--- src/exu_pkg.sv ---
package exu_pkg;

  // data path and address width of the core.
  localparam int XLEN = 32;

  // depth of the data memory in 32-bit words.
  localparam int MEM_WORDS = 256;

  // width of the word index into the data memory.
  localparam int MEM_IDX_W = $clog2(MEM_WORDS);

  // first byte address past the end of the data memory.
  localparam int MEM_BYTES = 4 * MEM_WORDS;

  // width of a destination register index.
  localparam int REG_ADDR_W = 5;

  // instruction class as seen by the execute stage.
  typedef enum logic [0:0] {
    INST_ALU  = 1'b0,
    INST_LOAD = 1'b1
  } inst_type_e;

  // ALU operations, with slt doing a signed compare.
  typedef enum logic [2:0] {
    ALU_ADD = 3'd0,
    ALU_SUB = 3'd1,
    ALU_AND = 3'd2,
    ALU_OR  = 3'd3,
    ALU_XOR = 3'd4,
    ALU_SLL = 3'd5,
    ALU_SRL = 3'd6,
    ALU_SLT = 3'd7
  } alu_op_e;

  // load widths and extension modes.
  typedef enum logic [2:0] {
    LD_W  = 3'd0,
    LD_H  = 3'd1,
    LD_HU = 3'd2,
    LD_B  = 3'd3,
    LD_BU = 3'd4
  } load_op_e;

  // states of the execute controller.
  typedef enum logic [1:0] {
    S_IDLE         = 2'b00,
    S_WAIT_ARREADY = 2'b01,
    S_WAIT_RVALID  = 2'b10,
    S_WAIT_READY   = 2'b11
  } exu_state_e;

  // read response codes, using the AXI encoding.
  typedef enum logic [1:0] {
    RESP_OKAY   = 2'b00,
    RESP_SLVERR = 2'b10
  } resp_e;

  // request from decode. for a load, src2 holds the sign-extended immediate.
  typedef struct packed {
    inst_type_e            inst_type;
    alu_op_e               alu_op;
    load_op_e              load_op;
    logic [REG_ADDR_W-1:0] rd;
    logic [XLEN-1:0]       src1;
    logic [XLEN-1:0]       src2;
  } exu_req_t;

  // result offered to writeback. err flags a load that got an error response.
  typedef struct packed {
    logic [REG_ADDR_W-1:0] rd;
    logic [XLEN-1:0]       data;
    logic                  err;
  } exu_wb_t;

  // read address channel payload.
  typedef struct packed {
    logic [XLEN-1:0] araddr;
  } axi_ar_t;

  // read data channel payload.
  typedef struct packed {
    logic [XLEN-1:0] rdata;
    resp_e           rresp;
  } axi_r_t;

  // fill port of the data memory. addr is a word index.
  typedef struct packed {
    logic                 we;
    logic [MEM_IDX_W-1:0] addr;
    logic [XLEN-1:0]      wdata;
  } sram_fill_t;

endpackage
--- src/exu_fsm.sv ---
`timescale 1ns/1ps

module exu_fsm (
  input  logic clk,
  input  logic rst,
  input  logic req_valid_i,
  input  logic is_load_i,
  output logic req_ready_o,
  output logic accept_o,
  output logic arvalid_o,
  input  logic arready_i,
  input  logic rvalid_i,
  output logic rready_o,
  output logic rdone_o,
  output logic wb_valid_o,
  input  logic wb_ready_i
);

  import exu_pkg::*;

  exu_state_e state_q;
  exu_state_e state_d;

  // every handshake signal is a plain decode of the current state.
  // the unit takes a new instruction only when it holds nothing.
  assign req_ready_o = (state_q == S_IDLE);
  assign arvalid_o   = (state_q == S_WAIT_ARREADY);
  assign rready_o    = (state_q == S_WAIT_RVALID);
  assign wb_valid_o  = (state_q == S_WAIT_READY);

  // accept marks the decode transfer, so the datapath latches the request on it.
  assign accept_o = req_valid_i && req_ready_o;

  // rdone marks the read data transfer, where the load data is captured.
  assign rdone_o = rvalid_i && rready_o;

  always_ff @(posedge clk or negedge rst) begin
    if (!rst) begin
      state_q <= S_IDLE;
    end else begin
      state_q <= state_d;
    end
  end

  always_comb begin
    state_d = state_q;
    case (state_q)
      S_IDLE: begin
        // a load goes out on the read channel first.
        // an ALU result is already registered, so it is offered at once.
        if (req_valid_i) begin
          if (is_load_i) begin
            state_d = S_WAIT_ARREADY;
          end else begin
            state_d = S_WAIT_READY;
          end
        end
      end
      S_WAIT_ARREADY: begin
        if (arready_i) begin
          state_d = S_WAIT_RVALID;
        end
      end
      S_WAIT_RVALID: begin
        if (rvalid_i) begin
          state_d = S_WAIT_READY;
        end
      end
      S_WAIT_READY: begin
        // the result stays on offer until writeback takes it.
        if (wb_ready_i) begin
          state_d = S_IDLE;
        end
      end
      default: begin
        state_d = S_IDLE;
      end
    endcase
  end

  // once raised, the address request is not withdrawn before the memory takes it.
  a_arvalid_hold: assert property (
    @(posedge clk) disable iff (!rst)
    arvalid_o && !arready_i |=> arvalid_o
  ) else $error("arvalid dropped before arready");

  // the writeback offer holds under back-pressure.
  a_wb_valid_hold: assert property (
    @(posedge clk) disable iff (!rst)
    wb_valid_o && !wb_ready_i |=> wb_valid_o
  ) else $error("wb_valid dropped before wb_ready");

  // read data comes back only while the controller waits for it, so none is lost.
  a_rvalid_expected: assert property (
    @(posedge clk) disable iff (!rst)
    rvalid_i |-> rready_o
  ) else $error("rvalid while no read was pending");

endmodule

--- config.mk ---
export PLATFORM = sky130hd
export DESIGN_NAME = exu_fsm
export DESIGN_NICKNAME = d
export VERILOG_FILES = /design/src/exu_pkg.sv /design/src/exu_fsm.sv
export SDC_FILE = /design/constraint.sdc
export NUM_CORES = 1
export LEC_CHECK = 0
export BUFFER_PORTS_ARGS = -buffer_cell sky130_fd_sc_hd__clkbuf_2
export CORE_AREA = 4 4 41 43
export CTS_BUF_LIST = sky130_fd_sc_hd__clkbuf_8 sky130_fd_sc_hd__clkbuf_16
export CTS_CLUSTER_SIZE = 10
export DETAILED_ROUTE_END_ITERATION = 7
export DIE_AREA = 0 0 45 47
export GPL_TIMING_DRIVEN = 0
export PLACE_DENSITY_LB_ADDON = 0.15
export SLEW_MARGIN = 20
export SYNTH_ARGS = -nofsm -noshare
export SYNTH_HDL_FRONTEND = slang
export SYNTH_SLANG_ARGS = --single-unit
--- constraint.sdc ---
create_clock -name clk -period 2.7 [get_ports clk]
set_input_delay 0.54 -clock clk [delete_from_list [all_inputs] [get_ports clk]]
set_output_delay 0.54 -clock clk [all_outputs]
set_load 0.05 [all_outputs]
Word level (Yosys, flattened, before mapping). Cells that the tools add are included.

Bits in registers: 2. Bits in latches: 0. Memory bits (writable): 0. Memory bits (read-only): 0. Bits of input ports: 7. Output and inout bits: 6. Word-level logic and storage cells: 18. Memories: 0.

Add/subtract/negate cells: 0. Multiply operators: 0. Divide/modulo/power cells: 0. Order comparisons: 0. Equality and inequality tests: 7. Shifts and indexed selects: 0. Mux-type cells: 6. Bitwise logic cells: 0. Reduce and logical (&&, ||, !) cells: 4.

Operator list (count): $mux 2 (5); $pmux 2 s4 (1); $eq 2x2->1 const B (2); $ne 2x1->1 const B (2); $ne 2x2->1 const B (2); $reduce_and 4->1 (1); $eq 2x1->1 const B (1); $logic_and 1x1->1 (2); $logic_not 2->1 (1).

Logic depth before layout (Yosys ltp). Gate-level depths: netlist of the first run.

Depth after elaboration: 3. Depth in mapped cells: 5. Gate-level depth less buffers: 5.

Worst setup path after synthesis of the first run. Ideal clock, no wire load.

Kind: register to output. From: reg state_q[0]. To: out rdone_o. Data arrival time: 1.531 ns. Data required time: 2.160 ns. Path slack: 0.629 ns. Stages on the path, launching flop included: 4. Path buffers: 0. Cells stage by stage: dfrtp_1 inv_1 ha_1 and2_1.

Cells in the longest elaborated chain, start to end: 2.

RTL lines: from (decl) (RTL line exu_fsm.sv:21) `exu_state_e state_q;`; from (signal assigned) (RTL line exu_fsm.sv:41) `state_q <= state_d;`; $eq 2x2->1 (RTL line exu_fsm.sv:28) `assign rready_o = (state_q == S_WAIT_RVALID);`; named net rready_o (RTL line exu_fsm.sv:13) `output logic rready_o,`; $logic_and 1x1->1 (RTL line exu_fsm.sv:35) `assign rdone_o = rvalid_i && rready_o;`; to (decl) (RTL line exu_fsm.sv:14) `output logic rdone_o,`.

The timed path passes the listed nets, and every way through them passes these cells.

Worst setup path after layout of the first run.
From: reg state_q[0]. To: out rdone_o.

Cells in the longest elaborated chain, start to end: 2.

RTL lines (RTL line): $eq 2x2->1 (exu_fsm.sv:28); $logic_and 1x1->1 (exu_fsm.sv:35).

No other way between the ends.

==> metrics, run 1 <==
run status=completed; Residual DRC=0; max reg flops=2; crit path to=rdone_o; Initial Util=0.160; top sig layer=met4; Max Cap Violations=0; Place WS=0.987 ns; clk sinks=2; Synth Cell Area=208 um^2; cells on worst reg2reg path=5; DR pass1 iterations=2; Post-synth EDFFs=0; leading area contributor after synthesis=dfrtp_1; layout cells sized above 1=0.457; H-Tree Depth=1; met1 wire length=139 um; Critical Path Start=state_q[0]$_DFFE_PN0P_; die area=2120 um^2; top cells by count, synth=ha_1, inv_1, mux2i_1, nor2b_1; placed cell area=287 um^2; design area=328 um^2; die height=47 um; Post-DRT Antenna Nets=0; unrepaired setup endpoints after global routing=no; total negative slack=0 ns; # port buffers=12; shortest period the worst path allows=1.92 ns; final setup margin=0.778 ns; routed wl met3=49 um; Most used DFF post-synth=dfrtp_1; post_cts resized=0; Vias=190; Max clock buf depth=2; diode count=0; Worst Path Required=2.16 ns; Final Max Tran Viols=0; Top reg by flops=state_q; Hold WC Path Type=input pin to async pin; routed wl met2=235 um; Cell Rows=13; Area Growth Syn to Fin=57.8%; Rel. slew slack=0.787; Placer Congestion=0.631; biggest regs=state_q x2; CTS root buffer=clkbuf_8; CP cell instances=inv_1 > ha_1 > and2_1 > clkbuf_2; Worst path max stage delay=0.38 ns; post-CTS setup-driven buffer insertion count=0; top cell type's share of synthesized area=0.241; Yosys cell types=8; first-pass GRT wire length=724 um; pin count of the biggest net entering global routing=6; clock-pin slew on the worst setup and hold paths=0.03 ns; Startpoint Class=flop; critical path data arrival time=1.38 ns; Critical R2R Capture=state_q[0]$_DFFE_PN0P_; initial antenna violation count=0; grt total ovfl=0; Clock Latency Late Sink=0.21 ns; Setup violations, final=0; post-DR vias/cell=3.80; vias in the first global route=196; die width=45 um; NumNets Final=48; YS warnings=0; slowest CP cell=dfrtp_1; All-Layer GR Usage=0.0545; Critical Path End Type=primary output; I/O pins=13; Hold Violations, Final=0; total wire length=439 um; FF+latch count, synth=2; fmax=520 MHz; initial drt markers=1; TritonCTS clock tree=done; Seq/Total Area, Yosys=0.241; largest cells by area after synthesis=dfrtp_1, ha_1, mux2i_1; R2R setup slack=1.20 ns; TritonCTS buffer count=3; worst slew pin tran=0.320 ns; Clock Skews=0.000556 ns; fin crit share=0.712; FF-to-FF Start=state_q[0]$_DFFE_PN0P_; asr flop ratio synth=1.00; per-cell routed wire length=8.78 um; kind of critical path=flop to primary output; CORE AREA=1300 um^2; Syn Area/Cell=10.4 um^2; number of buffers inserted by hold repair at cts=0; crit path max fanout=4; Post-Syn Instances=20; Syn Nets=31
## worst max-delay path: cells and delay by family, from the launching register on
family	cells	cell delay (ns)
fa+ha+maj	1	0.26
simple gates	1	0.15
buf+inv	2	0.38
flops	1	0.38
## through the flow
stage	utilization	cells	hold WS (ns)
after floorplan	-	20	0.244
after global placement	0.220	47	0.324
after detailed placement	0.220	47	0.328
after CTS	0.252	50	0.104
after global routing	0.252	50	0.100
final	0.252	50	0.109
## per-layer routing
metal	vias to the layer above	global-route usage
met5	-	0
met4	0	0.0877
met3	2	0.0268
met2	8	0.0904
met1	87	0.0341
li1	93	-
## worst min-delay path by stage
stage / from / to / slack (ns) / cells past startpoint
2_1_floorplan: rst / state_q[0]$_DFFE_PN0P_ / 0.24 / 0
3_3_place_gp: rst / state_q[0]$_DFFE_PN0P_ / 0.32 / 1
3_5_place_dp: rst / state_q[0]$_DFFE_PN0P_ / 0.33 / 1
4_1_cts: rst / state_q[1]$_DFFE_PN0P_ / 0.10 / 1
5_1_grt: rst / state_q[1]$_DFFE_PN0P_ / 0.1 / 1
6_report: rst / state_q[1]$_DFFE_PN0P_ / 0.11 / 1
## cells by family after synthesis
kind of cell / share of synthesized area
compound gates: 0.133
fa+ha+maj: 0.241
buf+inv: 0.0723
flops: 0.241
mux: 0.145
simple gates: 0.169
## placed cells by master (no fill, tap or decap), drive strengths merged
| master | netlist | layout |
|---|---|---|
| a2111oi | 1 | 1 |
| nor2 | 1 | 1 |
| ha | 4 | 4 |
| clkbuf | 0 | 15 |
| mux2i | 3 | 3 |
| nor2b | 3 | 3 |
| inv | 4 | 4 |
| dfrtp | 2 | 2 |
| and2 | 2 | 2 |
## area by class of cell
| type | instances | area [um^2] |
|---|---|---|
| Multi-Input combinational cell | 14 | 143 |
| Tap cell | 15 | 18.8 |
| Inverter | 4 | 15.0 |
| Clock buffer | 3 | 41.3 |
| Timing Repair Buffer | 12 | 60.1 |
| Sequential cell | 2 | 50.0 |
| Fill cell | 158 | 973 |
Power of run 1 is left out: the tool's default activity adds up to more than one toggle a clock period on the data nets, which glitch-free logic cannot reach.
==> run 2, diff against run 1 <==
==> constraint.sdc (replaced) <==
create_clock -name clk -period 1.59 [get_ports clk]
set_input_delay 0.318 -clock clk [delete_from_list [all_inputs] [get_ports clk]]
set_output_delay 0.318 -clock clk [all_outputs]
set_load 0.05 [all_outputs]
==> run 2 against run 1 <==
Worst hold slack better by 0.33 ns. Critical path depth unchanged. Count of clock-buffer cells in the layout unchanged. Sequential cell count unchanged. First-iteration DRC count unchanged. Final area up 18%. Critical path type unchanged. Highest routed layer unchanged.
==> metrics, run 2 (synthesized netlist as in run 1, its figures left out) <==
Max Cap Violations=0 (unchanged); Residual DRC=0 (unchanged); Critical path buffers and inverters=2 (unchanged); Worst Path Required=1.27 ns (-0.89 ns); final setup margin=0.0566 ns (-0.721 ns); fmax=652 MHz; All-Layer GR Usage=0.0592 (+0.00474); CTS root buffer=clkbuf_8; pin count of the biggest net entering global routing=6 (unchanged); worst slew pin tran=0.329 ns (+0.00903 ns); initial drt markers=1 (unchanged); slowest CP cell=dfrtp_1; shortest period the worst path allows=1.53 ns; hold slack=0.437 ns (+0.329 ns); vias in the first global route=224 (+14%); FILL cells=144 (-8.9%); commonest non-fill, non-tap cell in the layout=clkbuf_2; unrepaired setup endpoints after global routing=no; DR pass1 iterations=2 (unchanged); H-Tree Depth=1 (unchanged); kind of critical path=flop to primary output; total wire length=481 um (+9.6%); initial antenna violation count=0 (unchanged); CORE AREA=1300 um^2 (unchanged); cells on worst reg2reg path=5 (unchanged); Top reg by flops=state_q; CP cell instances=inv_2 > ha_4 > and2_2 > clkbuf_8; Worst path max stage delay=0.40 ns (+0.02 ns); TritonCTS buffer count=3 (unchanged); Hold Violations, Final=0 (unchanged); diode count=0 (unchanged); first-pass GRT wire length=800 um (+10%); Max clock buf depth=2 (unchanged); layout cells sized above 1=0.639 (+0.182); per-cell routed wire length=9.43 um (+7.4%); clock-pin slew on the worst setup and hold paths=0.03 ns (about the same); max reg flops=2 (unchanged); Startpoint Class=flop; register area=50.0 um^2 (unchanged); Hold WC Path Type=input pin to async pin; total negative slack=0 ns (unchanged); die height=47 um (unchanged); Post-DRT Antenna Nets=0 (unchanged); run status=completed; Critical Path Stages=4 (unchanged); die area=2120 um^2 (unchanged); multi-input logic area=173 um^2 (+21%); Clock Latency Late Sink=0.21 ns (about the same); Final Max Tran Viols=0 (unchanged); biggest regs=state_q x2; Place WS=0.0919 ns (-0.895 ns); Setup violations, final=0 (unchanged); post-DP HPWL=379 um; Critical Path End Type=primary output; Rel. slew slack=0.781 (-0.00602); Vias=187 (-1.6%); CP delay by family, top=flip-flops; Clock Skews=0.000561 ns (+0.00000513 ns); # port buffers=12 (unchanged); post-DR vias/cell=3.67 (-3.5%); critical path data arrival time=1.22 ns (-0.16 ns); Cell Rows=13 (unchanged); TritonCTS clock tree=done; Initial Util=0.160 (unchanged); fin crit share=0.964; crit path max fanout=4 (unchanged); grt total ovfl=0 (unchanged); clk sinks=2 (unchanged); die width=45 um (unchanged); I/O pins=13 (unchanged); commonest cells after routing, fill and taps aside=clkbuf_2, clkbuf_8, mux2i_1, nor2b_1; Area Growth Syn to Fin=86.1%; NumNets Final=49 (+2.1%); Placer Congestion=0.636 (+0.76%)
run 2: changes by cell type in the layout (fill, tap and decap cells not counted), sizes merged:
cell | before | now
buf | 0 | 1
clkbuf | 15 | 14
dlygate4sd3 | 0 | 1
run 2: final timing paths:
kind | start | to | slack (ns)
min in group clk | is_load_i | state_q[1]$_DFFE_PN0P_ | 0.47
max reg2reg | state_q[1]$_DFFE_PN0P_ | state_q[0]$_DFFE_PN0P_ | 0.12
min | rst | state_q[1]$_DFFE_PN0P_ | 0.44
max | state_q[0]$_DFFE_PN0P_ | rdone_o | 0.06
min reg2reg | state_q[0]$_DFFE_PN0P_ | state_q[0]$_DFFE_PN0P_ | 0.65
max in group asynchronous | rst | state_q[0]$_DFFE_PN0P_ | 1.06
run 2: metrics by stage:
step	util	area, um^2	cells
global placement	0.228	297	47
detailed placement	0.228	297	47
finish	0.297	387	51
global route	0.297	387	51
CTS	0.281	365	51
floorplan	-	218	20
run 2: cell type report:
type / instances / area share
Clock buffer: 3 / 0.107
Inverter: 4 / 0.0388
Multi-Input combinational cell: 14 / 0.447
Sequential cell: 2 / 0.129
Tap cell: 15 / 0.0485
Timing Repair Buffer: 13 / 0.230
run 2: worst register-to-register path, delay by kind of cell (launching register included):
family,cells,cell delay (ns)
and+or+nand+nor,1,0.15
muxes,1,0.23
AOI/OAI and AO/OA,1,0.34
adders and majority gates,1,0.18
buffers and inverters,1,0.08
DFF,1,0.41
run 2: routing by layer:
layer	vias to the layer above	GRT usage	routed length (um)
li1	96	-	-
met1	82	0.0364	168
met2	7	0.107	273
met3	2	0.0230	22
met4	0	0.0877	16
met5	-	0	0
run 2: repair_timing:
item | in CTS | in global routing
endpoints found under the hold margin | 2 | 0
cloned | 0 | 0
setup endpoints to repair | 2 | 4
hold buffers | 1 | 0
gates resized for setup | 4 | 5
setup buffers | 0 | 0
Power of run 2 is left out for the same reason.
